### config.mk
export PLATFORM = sky130hd
export DESIGN_NAME = m_ext_unit
export DESIGN_NICKNAME = d
export VERILOG_FILES = /design/src/source/riscv_types.sv /design/src/source/int_div_rem.sv /design/src/source/int_mul.sv /design/src/source/m_ext_issue.sv /design/src/source/m_ext_unit.sv
export VERILOG_INCLUDE_DIRS = /design/src /design/src/include
export SDC_FILE = /design/constraint.sdc
export NUM_CORES = 2
export LEC_CHECK = 0
export BUFFER_PORTS_ARGS = -buffer_cell sky130_fd_sc_hd__buf_2
export CORE_MARGIN = 10
export CORE_UTILIZATION = 65
export CTS_BUF_LIST = sky130_fd_sc_hd__clkbuf_4
export DETAILED_ROUTE_END_ITERATION = 7
export PLACE_DENSITY = 0.89
export SYNTH_ARGS = -nofsm -noshare
export SYNTH_HDL_FRONTEND = slang
export SYNTH_SLANG_ARGS = --single-unit
### constraint.sdc
create_clock -name clk -period 12.9 [get_ports clk]
set_clock_uncertainty 0.15 [all_clocks]
set_input_delay 0.645 -clock clk [delete_from_list [all_inputs] [get_ports clk]]
set_output_delay 0.645 -clock clk [all_outputs]
set_load 0.02 [all_outputs]
### src/include/m_ext_cfg.svh
`ifndef M_EXT_CFG_SVH
`define M_EXT_CFG_SVH

`define XLEN   32  // data word width
`define RTAG_W 5   // destination register index width

`endif

### src/source/riscv_types.sv
`default_nettype none

`include "m_ext_cfg.svh"

package riscv_types;

    // operand or result word
    typedef logic [`XLEN-1:0] xlen_t;

    // destination register index that rides along with an operation
    typedef logic [`RTAG_W-1:0] rtag_t;

    // M-extension ops, values follow func3
    // bit 2 set means the op goes to the divider
    typedef enum logic [2:0] {
        MUL    = 3'd0,  // low half, sign does not matter
        MULH   = 3'd1,  // high half, signed x signed
        MULHSU = 3'd2,  // high half, signed x unsigned
        MULHU  = 3'd3,  // high half, unsigned x unsigned
        DIV    = 3'd4,  // signed quotient
        DIVU   = 3'd5,  // unsigned quotient
        REM    = 3'd6,  // signed remainder
        REMU   = 3'd7   // unsigned remainder
    } alu_t;

endpackage

`default_nettype wire

### src/source/int_div_rem.sv
`timescale 1ns/10ps
`default_nettype none

`include "m_ext_cfg.svh"

module int_div_rem #(
    parameter int WIDTH = `XLEN
) (
    input  logic               clk,
    input  logic               rst,
    input  logic               i_flush,   // drop whatever is in flight
    input  logic               i_start,   // one-cycle pulse, refers to the operands of last cycle
    input  riscv_types::alu_t  i_op,
    input  riscv_types::xlen_t i_a,       // dividend
    input  riscv_types::xlen_t i_b,       // divisor
    output logic               o_busy,
    output logic               o_done,    // one-cycle pulse with the result
    output logic               o_dbz,     // divide by zero
    output logic               o_ovf,     // most negative / -1
    output riscv_types::xlen_t o_result
);

    localparam int CNT_W = $clog2(WIDTH);
    localparam logic [WIDTH-1:0] MOST_NEG = {1'b1, {(WIDTH-1){1'b0}}};

    typedef enum logic [1:0] {IDLE, INIT, CALC, FINALIZE} state_t;

    state_t            state;
    riscv_types::alu_t op_q;       // op held for the whole divide
    logic [WIDTH-1:0]  a_q;
    logic [WIDTH-1:0]  b_q;
    logic              is_signed;
    logic              is_rem;
    logic              a_neg;
    logic              b_neg;
    logic [WIDTH-1:0]  a_abs;
    logic [WIDTH-1:0]  b_abs;
    logic              is_dbz;
    logic              is_ovf;
    logic              dbz_q;
    logic              ovf_q;
    logic [WIDTH-1:0]  quo;        // dividend shifts out the top, quotient bits shift in
    logic [WIDTH-1:0]  rem;        // partial remainder
    logic [WIDTH:0]    shifted;
    logic [WIDTH:0]    diff;
    logic              fits;
    logic [WIDTH-1:0]  quo_fix;
    logic [WIDTH-1:0]  rem_fix;
    logic [CNT_W-1:0]  cnt;

    assign is_signed = (op_q == riscv_types::DIV) || (op_q == riscv_types::REM);
    assign is_rem    = op_q[1];                  // REM and REMU
    assign a_neg     = is_signed & a_q[WIDTH-1];
    assign b_neg     = is_signed & b_q[WIDTH-1];
    assign a_abs     = a_neg ? -a_q : a_q;
    assign b_abs     = b_neg ? -b_q : b_q;

    // special cases skip the loop entirely
    assign is_dbz = (b_q == '0);
    assign is_ovf = is_signed && (a_q == MOST_NEG) && (b_q == '1);

    // one restoring step
    assign shifted = {rem, quo[WIDTH-1]};
    assign diff    = shifted - {1'b0, b_abs};
    assign fits    = (shifted >= {1'b0, b_abs});

    // sign fix-up: quotient negative when signs differ, remainder follows dividend
    assign quo_fix = (a_neg ^ b_neg) ? -quo : quo;
    assign rem_fix = a_neg ? -rem : rem;

    assign o_busy = (state != IDLE);

    // operand register tracks the bus while idle, freezes once the start shows up
    always_ff @(posedge clk) begin
        if (state == IDLE && !i_start) begin
            a_q  <= i_a;
            b_q  <= i_b;
            op_q <= i_op;
        end
    end

    always_ff @(posedge clk) begin
        if (rst || i_flush) begin
            state <= IDLE;
            cnt   <= '0;
            dbz_q <= 1'b0;
            ovf_q <= 1'b0;
            o_done <= 1'b0;
            o_dbz  <= 1'b0;
            o_ovf  <= 1'b0;
        end else begin
            o_done <= 1'b0;  // pulse by default
            o_dbz  <= 1'b0;
            o_ovf  <= 1'b0;
            case (state)
                IDLE: begin
                    if (i_start) begin
                        dbz_q <= is_dbz;
                        ovf_q <= is_ovf;
                        state <= (is_dbz || is_ovf) ? FINALIZE : INIT;
                    end
                end
                INIT: begin
                    cnt   <= '0;
                    state <= CALC;
                end
                CALC: begin
                    cnt <= cnt + 1'b1;
                    if (cnt == CNT_W'(WIDTH - 1)) begin
                        state <= FINALIZE;  // last quotient bit done
                    end
                end
                FINALIZE: begin
                    o_done <= 1'b1;
                    o_dbz  <= dbz_q;
                    o_ovf  <= ovf_q;
                    state  <= IDLE;
                end
                default: state <= IDLE;
            endcase
        end
    end

    // datapath
    always_ff @(posedge clk) begin
        case (state)
            INIT: begin
                rem <= '0;
                quo <= a_abs;
            end
            CALC: begin
                quo <= {quo[WIDTH-2:0], fits};
                rem <= fits ? diff[WIDTH-1:0] : shifted[WIDTH-1:0];
            end
            FINALIZE: begin
                if (dbz_q) begin
                    o_result <= is_rem ? a_q : '1;  // x/0 = all ones, x%0 = x
                end else if (ovf_q) begin
                    o_result <= is_rem ? '0 : MOST_NEG;
                end else begin
                    o_result <= is_rem ? rem_fix : quo_fix;
                end
            end
            default: ;
        endcase
    end

    // issue stage must hold off a new divide until this one is out
    a_no_start_busy: assert property (@(posedge clk) disable iff (rst) i_start |-> !o_busy);

    a_done_pulse: assert property (@(posedge clk) disable iff (rst) o_done |=> !o_done);

    // flags only travel with a result
    a_flag_with_done: assert property (@(posedge clk) disable iff (rst)
        (o_dbz || o_ovf) |-> o_done);

endmodule

`default_nettype wire

### src/source/int_mul.sv
`timescale 1ns/10ps
`default_nettype none

`include "m_ext_cfg.svh"

module int_mul (
    input  logic               clk,
    input  logic               rst,
    input  logic               i_flush,
    input  logic               i_start,   // one-cycle pulse, refers to the operands of last cycle
    input  riscv_types::alu_t  i_op,
    input  riscv_types::xlen_t i_a,
    input  riscv_types::xlen_t i_b,
    output logic               o_done,
    output riscv_types::xlen_t o_result
);

    localparam int W = `XLEN;

    riscv_types::alu_t     op_q;
    riscv_types::alu_t     op1;
    riscv_types::alu_t     op2;
    riscv_types::xlen_t    a_q;
    riscv_types::xlen_t    b_q;
    logic                  a_sgn;
    logic                  b_sgn;
    logic signed [W:0]     a1;         // 33-bit extended operands
    logic signed [W:0]     b1;
    logic signed [2*W+1:0] full_prod;
    logic [2*W-1:0]        prod;
    logic                  v1;
    logic                  v2;

    assign a_sgn     = (op_q == riscv_types::MULH) || (op_q == riscv_types::MULHSU);
    assign b_sgn     = (op_q == riscv_types::MULH);
    assign full_prod = a1 * b1;        // signed 33x33, top two bits are just sign

    // input register lines up with the registered start from the issue stage
    always_ff @(posedge clk) begin
        a_q  <= i_a;
        b_q  <= i_b;
        op_q <= i_op;
        // stage 1
        a1  <= {a_sgn & a_q[W-1], a_q};
        b1  <= {b_sgn & b_q[W-1], b_q};
        op1 <= op_q;
        // stage 2
        prod <= full_prod[2*W-1:0];
        op2  <= op1;
    end

    always_ff @(posedge clk) begin
        if (rst || i_flush) begin
            v1 <= 1'b0;
            v2 <= 1'b0;
        end else begin
            v1 <= i_start;
            v2 <= v1;
        end
    end

    assign o_done   = v2;
    assign o_result = (op2 == riscv_types::MUL) ? prod[W-1:0] : prod[2*W-1:W];  // low or high half

    // nothing survives a flush
    a_flush_clears: assert property (@(posedge clk) disable iff (rst) i_flush |=> (!v1 && !v2));

endmodule

`default_nettype wire

### src/source/m_ext_issue.sv
`timescale 1ns/10ps
`default_nettype none

module m_ext_issue (
    input  logic               clk,
    input  logic               rst,
    input  logic               i_flush,
    input  logic               i_valid,
    input  riscv_types::alu_t  i_op,
    input  riscv_types::rtag_t i_rd,
    input  logic               i_div_busy,
    input  logic               i_mul_done,
    input  logic               i_div_done,
    input  riscv_types::xlen_t i_mul_result,
    input  riscv_types::xlen_t i_div_result,
    input  logic               i_div_dbz,
    input  logic               i_div_ovf,
    output logic               o_mul_start,
    output logic               o_div_start,
    output logic               o_busy,
    output logic               o_valid,
    output riscv_types::xlen_t o_result,
    output riscv_types::rtag_t o_rd,
    output logic               o_dbz,
    output logic               o_ovf
);

    logic               accept;
    logic               mul_inflight;
    logic               div_hold;
    logic [1:0]         line_v;        // tag line valid, follows the multiplier stages
    riscv_types::rtag_t start_rd;      // tag that goes with the registered start
    riscv_types::rtag_t line_rd [0:1];
    riscv_types::rtag_t div_rd;

    assign mul_inflight = o_mul_start | line_v[0] | line_v[1];
    assign div_hold     = i_valid & i_op[2] & mul_inflight;  // let multiplies drain first

    // busy covers the whole divide, up to the edge that raises o_valid
    assign o_busy = i_div_busy | o_div_start | i_div_done | div_hold;
    assign accept = i_valid & ~o_busy;

    always_ff @(posedge clk) begin
        if (rst || i_flush) begin
            o_mul_start <= 1'b0;
            o_div_start <= 1'b0;
            line_v      <= '0;
            o_valid     <= 1'b0;
            o_dbz       <= 1'b0;
            o_ovf       <= 1'b0;
        end else begin
            o_mul_start <= accept & ~i_op[2];
            o_div_start <= accept & i_op[2];
            line_v      <= {line_v[0], o_mul_start};
            o_valid     <= i_mul_done | i_div_done;
            o_dbz       <= i_div_done & i_div_dbz;
            o_ovf       <= i_div_done & i_div_ovf;
        end
    end

    always_ff @(posedge clk) begin
        start_rd   <= i_rd;
        line_rd[0] <= start_rd;
        line_rd[1] <= line_rd[0];      // lines up with i_mul_done
        if (accept && i_op[2]) begin
            div_rd <= i_rd;
        end
        o_result <= i_div_done ? i_div_result : i_mul_result;
        o_rd     <= i_div_done ? div_rd : line_rd[1];
    end

    // a divide never starts with a multiply in flight, so the two never finish together
    a_done_exclusive: assert property (@(posedge clk) disable iff (rst)
        !(i_mul_done && i_div_done));

endmodule

`default_nettype wire

### src/source/m_ext_unit.sv
`timescale 1ns/10ps
`default_nettype none

module m_ext_unit (
    input  logic               clk,
    input  logic               rst,
    input  logic               i_flush,
    input  logic               i_valid,
    input  riscv_types::alu_t  i_op,
    input  riscv_types::xlen_t i_a,
    input  riscv_types::xlen_t i_b,
    input  riscv_types::rtag_t i_rd,
    output logic               o_busy,
    output logic               o_valid,
    output riscv_types::xlen_t o_result,
    output riscv_types::rtag_t o_rd,
    output logic               o_dbz,
    output logic               o_ovf
);

    logic               mul_start;
    logic               div_start;
    logic               mul_done;
    logic               div_done;
    logic               div_busy;
    logic               div_dbz;
    logic               div_ovf;
    riscv_types::xlen_t mul_result;
    riscv_types::xlen_t div_result;

    m_ext_issue i_m_ext_issue (
        .clk          (clk),
        .rst          (rst),
        .i_flush      (i_flush),
        .i_valid      (i_valid),
        .i_op         (i_op),
        .i_rd         (i_rd),
        .i_div_busy   (div_busy),
        .i_mul_done   (mul_done),
        .i_div_done   (div_done),
        .i_mul_result (mul_result),
        .i_div_result (div_result),
        .i_div_dbz    (div_dbz),
        .i_div_ovf    (div_ovf),
        .o_mul_start  (mul_start),
        .o_div_start  (div_start),
        .o_busy       (o_busy),
        .o_valid      (o_valid),
        .o_result     (o_result),
        .o_rd         (o_rd),
        .o_dbz        (o_dbz),
        .o_ovf        (o_ovf)
    );

    // operands go straight to both units, each registers them itself
    int_mul i_int_mul (
        .clk      (clk),
        .rst      (rst),
        .i_flush  (i_flush),
        .i_start  (mul_start),
        .i_op     (i_op),
        .i_a      (i_a),
        .i_b      (i_b),
        .o_done   (mul_done),
        .o_result (mul_result)
    );

    int_div_rem i_int_div_rem (
        .clk      (clk),
        .rst      (rst),
        .i_flush  (i_flush),
        .i_start  (div_start),
        .i_op     (i_op),
        .i_a      (i_a),
        .i_b      (i_b),
        .o_busy   (div_busy),
        .o_done   (div_done),
        .o_dbz    (div_dbz),
        .o_ovf    (div_ovf),
        .o_result (div_result)
    );

endmodule

`default_nettype wire

==> Yosys cells after proc, flatten, opt, wreduce, memory -nomap -nowiden <==
Memory sizes are Yosys's and may differ from the RTL's.
Index checks and enable logic that the tools add are counted.
{ "classes": {"addsub": 6, "multipliers": 1, "magnitude_cmp": 1, "n_eq_ne": 12, "muxes": 21, "bitwise": 21, "reduce_logical": 17} }
{ "ops": {"columns": ["cell", "count"], "rows": [
  ["2-to-1 mux 32 bit", 12],
  ["negator 32 bit", 4],
  ["case mux 32 bit (2 select lines)", 2],
  ["equality test 32 bit, second input constant", 2],
  ["multiplier 33 x 33 -> 64 bit", 1],
  ["greater-or-equal comparator 33 x 32 -> 1 bit", 1],
  ["logical NOT 32 bit", 1],
  ["subtractor 32 bit", 1],
  ["AND 1 bit", 11],
  ["case mux 5 bit (2 select lines)", 1],
  ["case mux 2 bit (4 select lines)", 1],
  ["equality test 3 bit, second input constant", 2],
  ["2-to-1 mux 2 bit", 3],
  ["OR 1 bit", 6],
  ["adder 5 x 1 -> 5 bit, second input constant", 1],
  ["equality test 5 bit, second input constant", 1],
  ["2-to-1 mux 5 bit", 1],
  ["equality test 2 bit, second input constant", 2],
  ["logical AND 1 bit", 4],
  ["logical OR 1 bit", 4],
  ["AND reduction 2 bit", 2],
  ["nonzero test 2 bit", 2],
  ["equality test 3 x 1 -> 1 bit, second input constant", 1],
  ["equality test 3 x 2 -> 1 bit, second input constant", 1],
  ["other kinds (10)", 12]
]} }
{ "totals": {"regBits": 434, "ram_bits": 10, "input_bits": 76, "output_inout_bits": 41, "mem_count": 1} }
{ "memory_table": {"columns": ["name", "words", "width", "rd", "rd_clocked_by_memory_dff", "wr", "line", "source"], "rows": [
  ["i_m_ext_issue.line_rd", 2, 5, 2, 0, 2, "m_ext_issue.sv:33", "riscv_types::rtag_t line_rd [0:1];"]
]} }

==> Logic depth before layout (Yosys ltp) <==
{ "logic_depth": {"ltp_word": 8, "depth_mapped": 29, "depth_no_buf": 27} }

==> By module <==
From an unflattened synthesis, not the netlist that was laid out.
{ "hier_totals": {"cells_unflattened": 5663, "hier_area_um2": 55998.7} }
{ "modules_own_cells": {"columns": ["module", "n_inst", "cells_each", "area_each_um2", "seq_area_each_um2"], "rows": [
  ["int_mul", 1, 4379, 42824.8, 4103.9],
  ["int_div_rem", 1, 1166, 11309.6, 5134.9],
  ["m_ext_issue", 1, 118, 1864.3, 1331.3]
]} }

==> Worst setup path after synthesis <==
No wires, ideal clock.
{ "synth_path": {"path_kind": "reg2reg", "start": "reg i_int_mul.b1[6]", "end": "reg i_int_mul.prod[57]", "setup_ns": 0.072, "arrival_time_ns": 7.499, "t_required_ns": 12.678, "setup_slack_ns": 5.179, "path_stages_with_launch": 28, "n_path_buf": 2, "path_cell_list": "dfxtp_1 > clkbuf_1 > nand2_1 > inv_1 > fa_1 > inv_1 > fa_1 > inv_1 > fa_1 > fa_1 > inv_1 > fa_1 > fa_1 > inv_1 > fa_1 > fa_1 > ha_1 > clkbuf_1 > a21o_1 > a21o_1 > a221oi_1 > o31ai_1 > inv_1 > o41a_1 > o21ai_1 > a21o_1 > a21oi_1 > xnor2_1"} }
{ "synth_between": {"elab_chain_len": 1} }
{ "synth_rtl": {"columns": ["item", "line", "source"], "rows": [
  ["from (decl)", "int_mul.sv:28", "logic signed [W:0] b1;"],
  ["from (signal assigned)", "int_mul.sv:45", "b1 <= {b_sgn & b_q[W-1], b_q};"],
  ["multiplier 33 x 33 -> 64 bit", "int_mul.sv:36", "assign full_prod = a1 * b1;"],
  ["named net i_int_mul.full_prod[57]", "int_mul.sv:29", "logic signed [2*W+1:0] full_prod;"],
  ["to (signal assigned)", "int_mul.sv:48", "prod <= full_prod[2*W-1:0];"],
  ["to (decl)", "int_mul.sv:30", "logic [2*W-1:0] prod;"]
]} }
The timed path passes the listed nets, and every way through them passes these cells.
A chain may end at the register's enable or synchronous reset.

==> Worst setup path after layout <==
{ "layout_path": {"start": "reg i_int_mul.b1[6]", "end": "reg i_int_mul.prod[63]"} }
The elaborated chain is that of the path after synthesis.

==> impl_metrics.tcl <==
set metrics [dict create \
    cp_data_arrival_time_ns 9.60 \
    drt-initial-drc-count 4228 \
    fin_nets 7248 \
    multiInputGateArea_um2 39800 \
    cts_resized 0 \
    dieWidth_um 312 \
    num_rows 107 \
    synth.top_cell.area_share_pct 40.6 \
    grt_pass1_wl_um 243000 \
    drc 0 \
    synthesis.nets 7156 \
    yosys_warnings 0 \
    first_global_vias 46081 \
    antenna_found_initial 7 \
    rsz0062_at_grt "false" \
    die_h_um 312 \
    cts_tree "done" \
    yosys-top-cells-area "fa_1 (41%), dfxtp_1 (9.9%), edfxtp_1 (9.1%)" \
    totalNegativeSetupSlack_ns 0 \
    setup_viol 0 \
    layout_commonest_cell "fa_1" \
    gp_congestion 0.991 \
    hold_path_class "input port to flip-flop" \
    setup_slack_ns 3.94 \
    path_clk_slew_ns 0.09 \
    syn_area_per_cell_um2 9.73 \
    synthArstFlopShare_pct 0 \
    fillCellCount 5725 \
    critPathLaunchType "flip-flop" \
    reg_top3 "i_int_mul.prod x64, i_int_mul.a1 x33, i_int_mul.b1 x33" \
    design_area_um2 59300 \
    fin_util_pct 69.9 \
    maxCapViolCount 0 \
    synth_largest_area_cell "fa_1" \
    final_antenna_net_count 0 \
    coreArea_um2 84900 \
    cts_root_buffer "clkbuf_4" \
    critPathMaxFanout 33 \
    largest_reg_flops 64 \
    syn_inst 5699 \
    end_kind "flip-flop" \
    finalHoldViolCount 0 \
    seq_area_frac_synth_pct 19.0 \
    initial_utilization_pct 65.3 \
    slew_violations 0 \
    fmax_ghz 0.112 \
    critical_path_class "flip-flop to flip-flop" \
    preCtsSetupSlack_ns 4.24 \
    cts_buffers 104 \
    wirelength_um 150000 \
    syn_area_um2 55500 \
    die_area_um2 97400 \
    first_pass_iters 6 \
    yosys_register_bits 442 \
    cts_sinks 442 \
    placed_area_um2 57000 \
    period_share_pct 69.5 \
    clock_latency_ns 0.90 \
    io_buffers 116 \
    grt_max_degree 75 \
    grt.overflow.total 0 \
    slew_headroom_pct 29.1 \
    wl_per_cell_um 21.4 \
    gr-usage-all-layers_pct 31.5 \
    hpwl_um 114000 \
    required_ns 13.54 \
    final_cell_mix "fa_1 (1126), inv_1 (1103), nand2_1 (701)" \
    pin_count 117 \
    syn_to_final_growth_pct 6.91 \
    status "complete, no violations" \
    regMostFlops "i_int_mul.prod" \
    tightest_slew_ns 1.04 \
    cts.htree.levels 3 \
    clk_path_buf_depth 3 \
    seq_area_um2 10500 \
    synth_ff_type "dfxtp_1" \
    synth_edf_count 168 \
    dr_total_vias 41885 \
    via_per_inst 5.96 \
    ys_types 75 \
    period_needed_ns 8.96 \
    drive_above_1_share_pct 6.75 \
]
## routing by layer
metal,vias up,track usage (%),part of all wire (%)
met4,0,19.9,7.4
met5,-,0,0
met1,20797,37.6,34
met2,2748,52.1,49
met3,791,6.21,10
li1,17549,-,-
## through the flow
step / cells / hold slack (ns)
6_report: 7030 / 0.0400
5_1_grt: 7027 / 0.0279
3_5_place_dp: 6755 / 0.162
4_1_cts: 7025 / 0.00387
2_1_floorplan: 5699 / 0.160
3_3_place_gp: 6755 / 0.160
## layout make-up
type	count	area share (%)
Clock buffer	156	1.98
Sequential cell	442	17.8
Tap cell	1144	2.41
Multi-Input combinational cell	3870	67.1
Clock inverter	40	0.551
Antenna cell	5	0.0211
Inverter	1104	6.99
Timing Repair Buffer	269	3.23
## synthesized netlist by cell type, types with 14 or more instances
library cell	number
nor2_1	172
a21o_1	53
nor2b_1	36
xor2_1	93
inv_1	1103
or3_1	15
clkbuf_1	280
nand2b_1	24
edfxtp_1	168
xnor2_1	119
a31oi_1	14
and3_1	15
dfxtp_1	274
o31ai_1	17
o21ai_0	168
and2_1	537
nand4_1	28
o21ai_1	30
nor3_1	41
a211oi_1	15
nand3_1	32
nand2_1	701
fa_1	1126
nor4_1	16
ha_1	255
mux2i_1	41
a21oi_1	170
o21bai_1	16
## critical path, cell delays in order, from the launching register on
cell       delay (ns)
dfxtp_1          0.33
buf_4            0.45
nand2_1          0.25
inv_1            0.15
fa_1             0.40
inv_1            0.24
fa_1             0.51
inv_1            0.21
fa_1             0.49
fa_1             1.09
inv_1            0.23
fa_1             0.55
fa_1             0.59
fa_1             0.45
fa_1             0.49
inv_1            0.04
ha_1             0.47
nand4_1          0.21
nor3_1           0.40
o2111ai_1        0.42
a31o_1           0.32
o21bai_1         0.15
a21oi_1          0.11
xnor2_1          0.13
## timing repair
item | in CTS | in global routing
hold endpoints to repair | 147 | 0
buffers inserted | 0 | 0
hold buffers | 74 | 0
setup endpoints to repair | 0 | 0
## kinds of logic after synthesis
| logic type | count (synthesis) | synth area share, % |
|---|---|---|
| adders and majority gates | 1381 | 46.4 |
| xor gates and xnor gates | 212 | 3.35 |
| and+or+nand+nor | 1654 | 14.7 |
| DFF | 442 | 19.0 |
| AOI/OAI and AO/OA | 575 | 6.31 |
| muxes | 48 | 0.882 |
| buffers and inverters | 1387 | 9.39 |
## final timing paths
path,startpoint,end,slack (ns),cells after the start
setup / recovery,i_int_mul.b1[6],i_int_mul.prod[63],3.94,23
hold reg to reg,i_int_mul.a_q[22],i_int_mul.a1[22],0.12,0
hold / removal,i_flush,i_int_div_rem.o_dbz,0.04,3
setup reg to reg,i_int_mul.b1[6],i_int_mul.prod[63],3.94,23
Power is left out: the tool's default activity adds up to more than one toggle a clock period on the data nets, which glitch-free logic cannot reach.
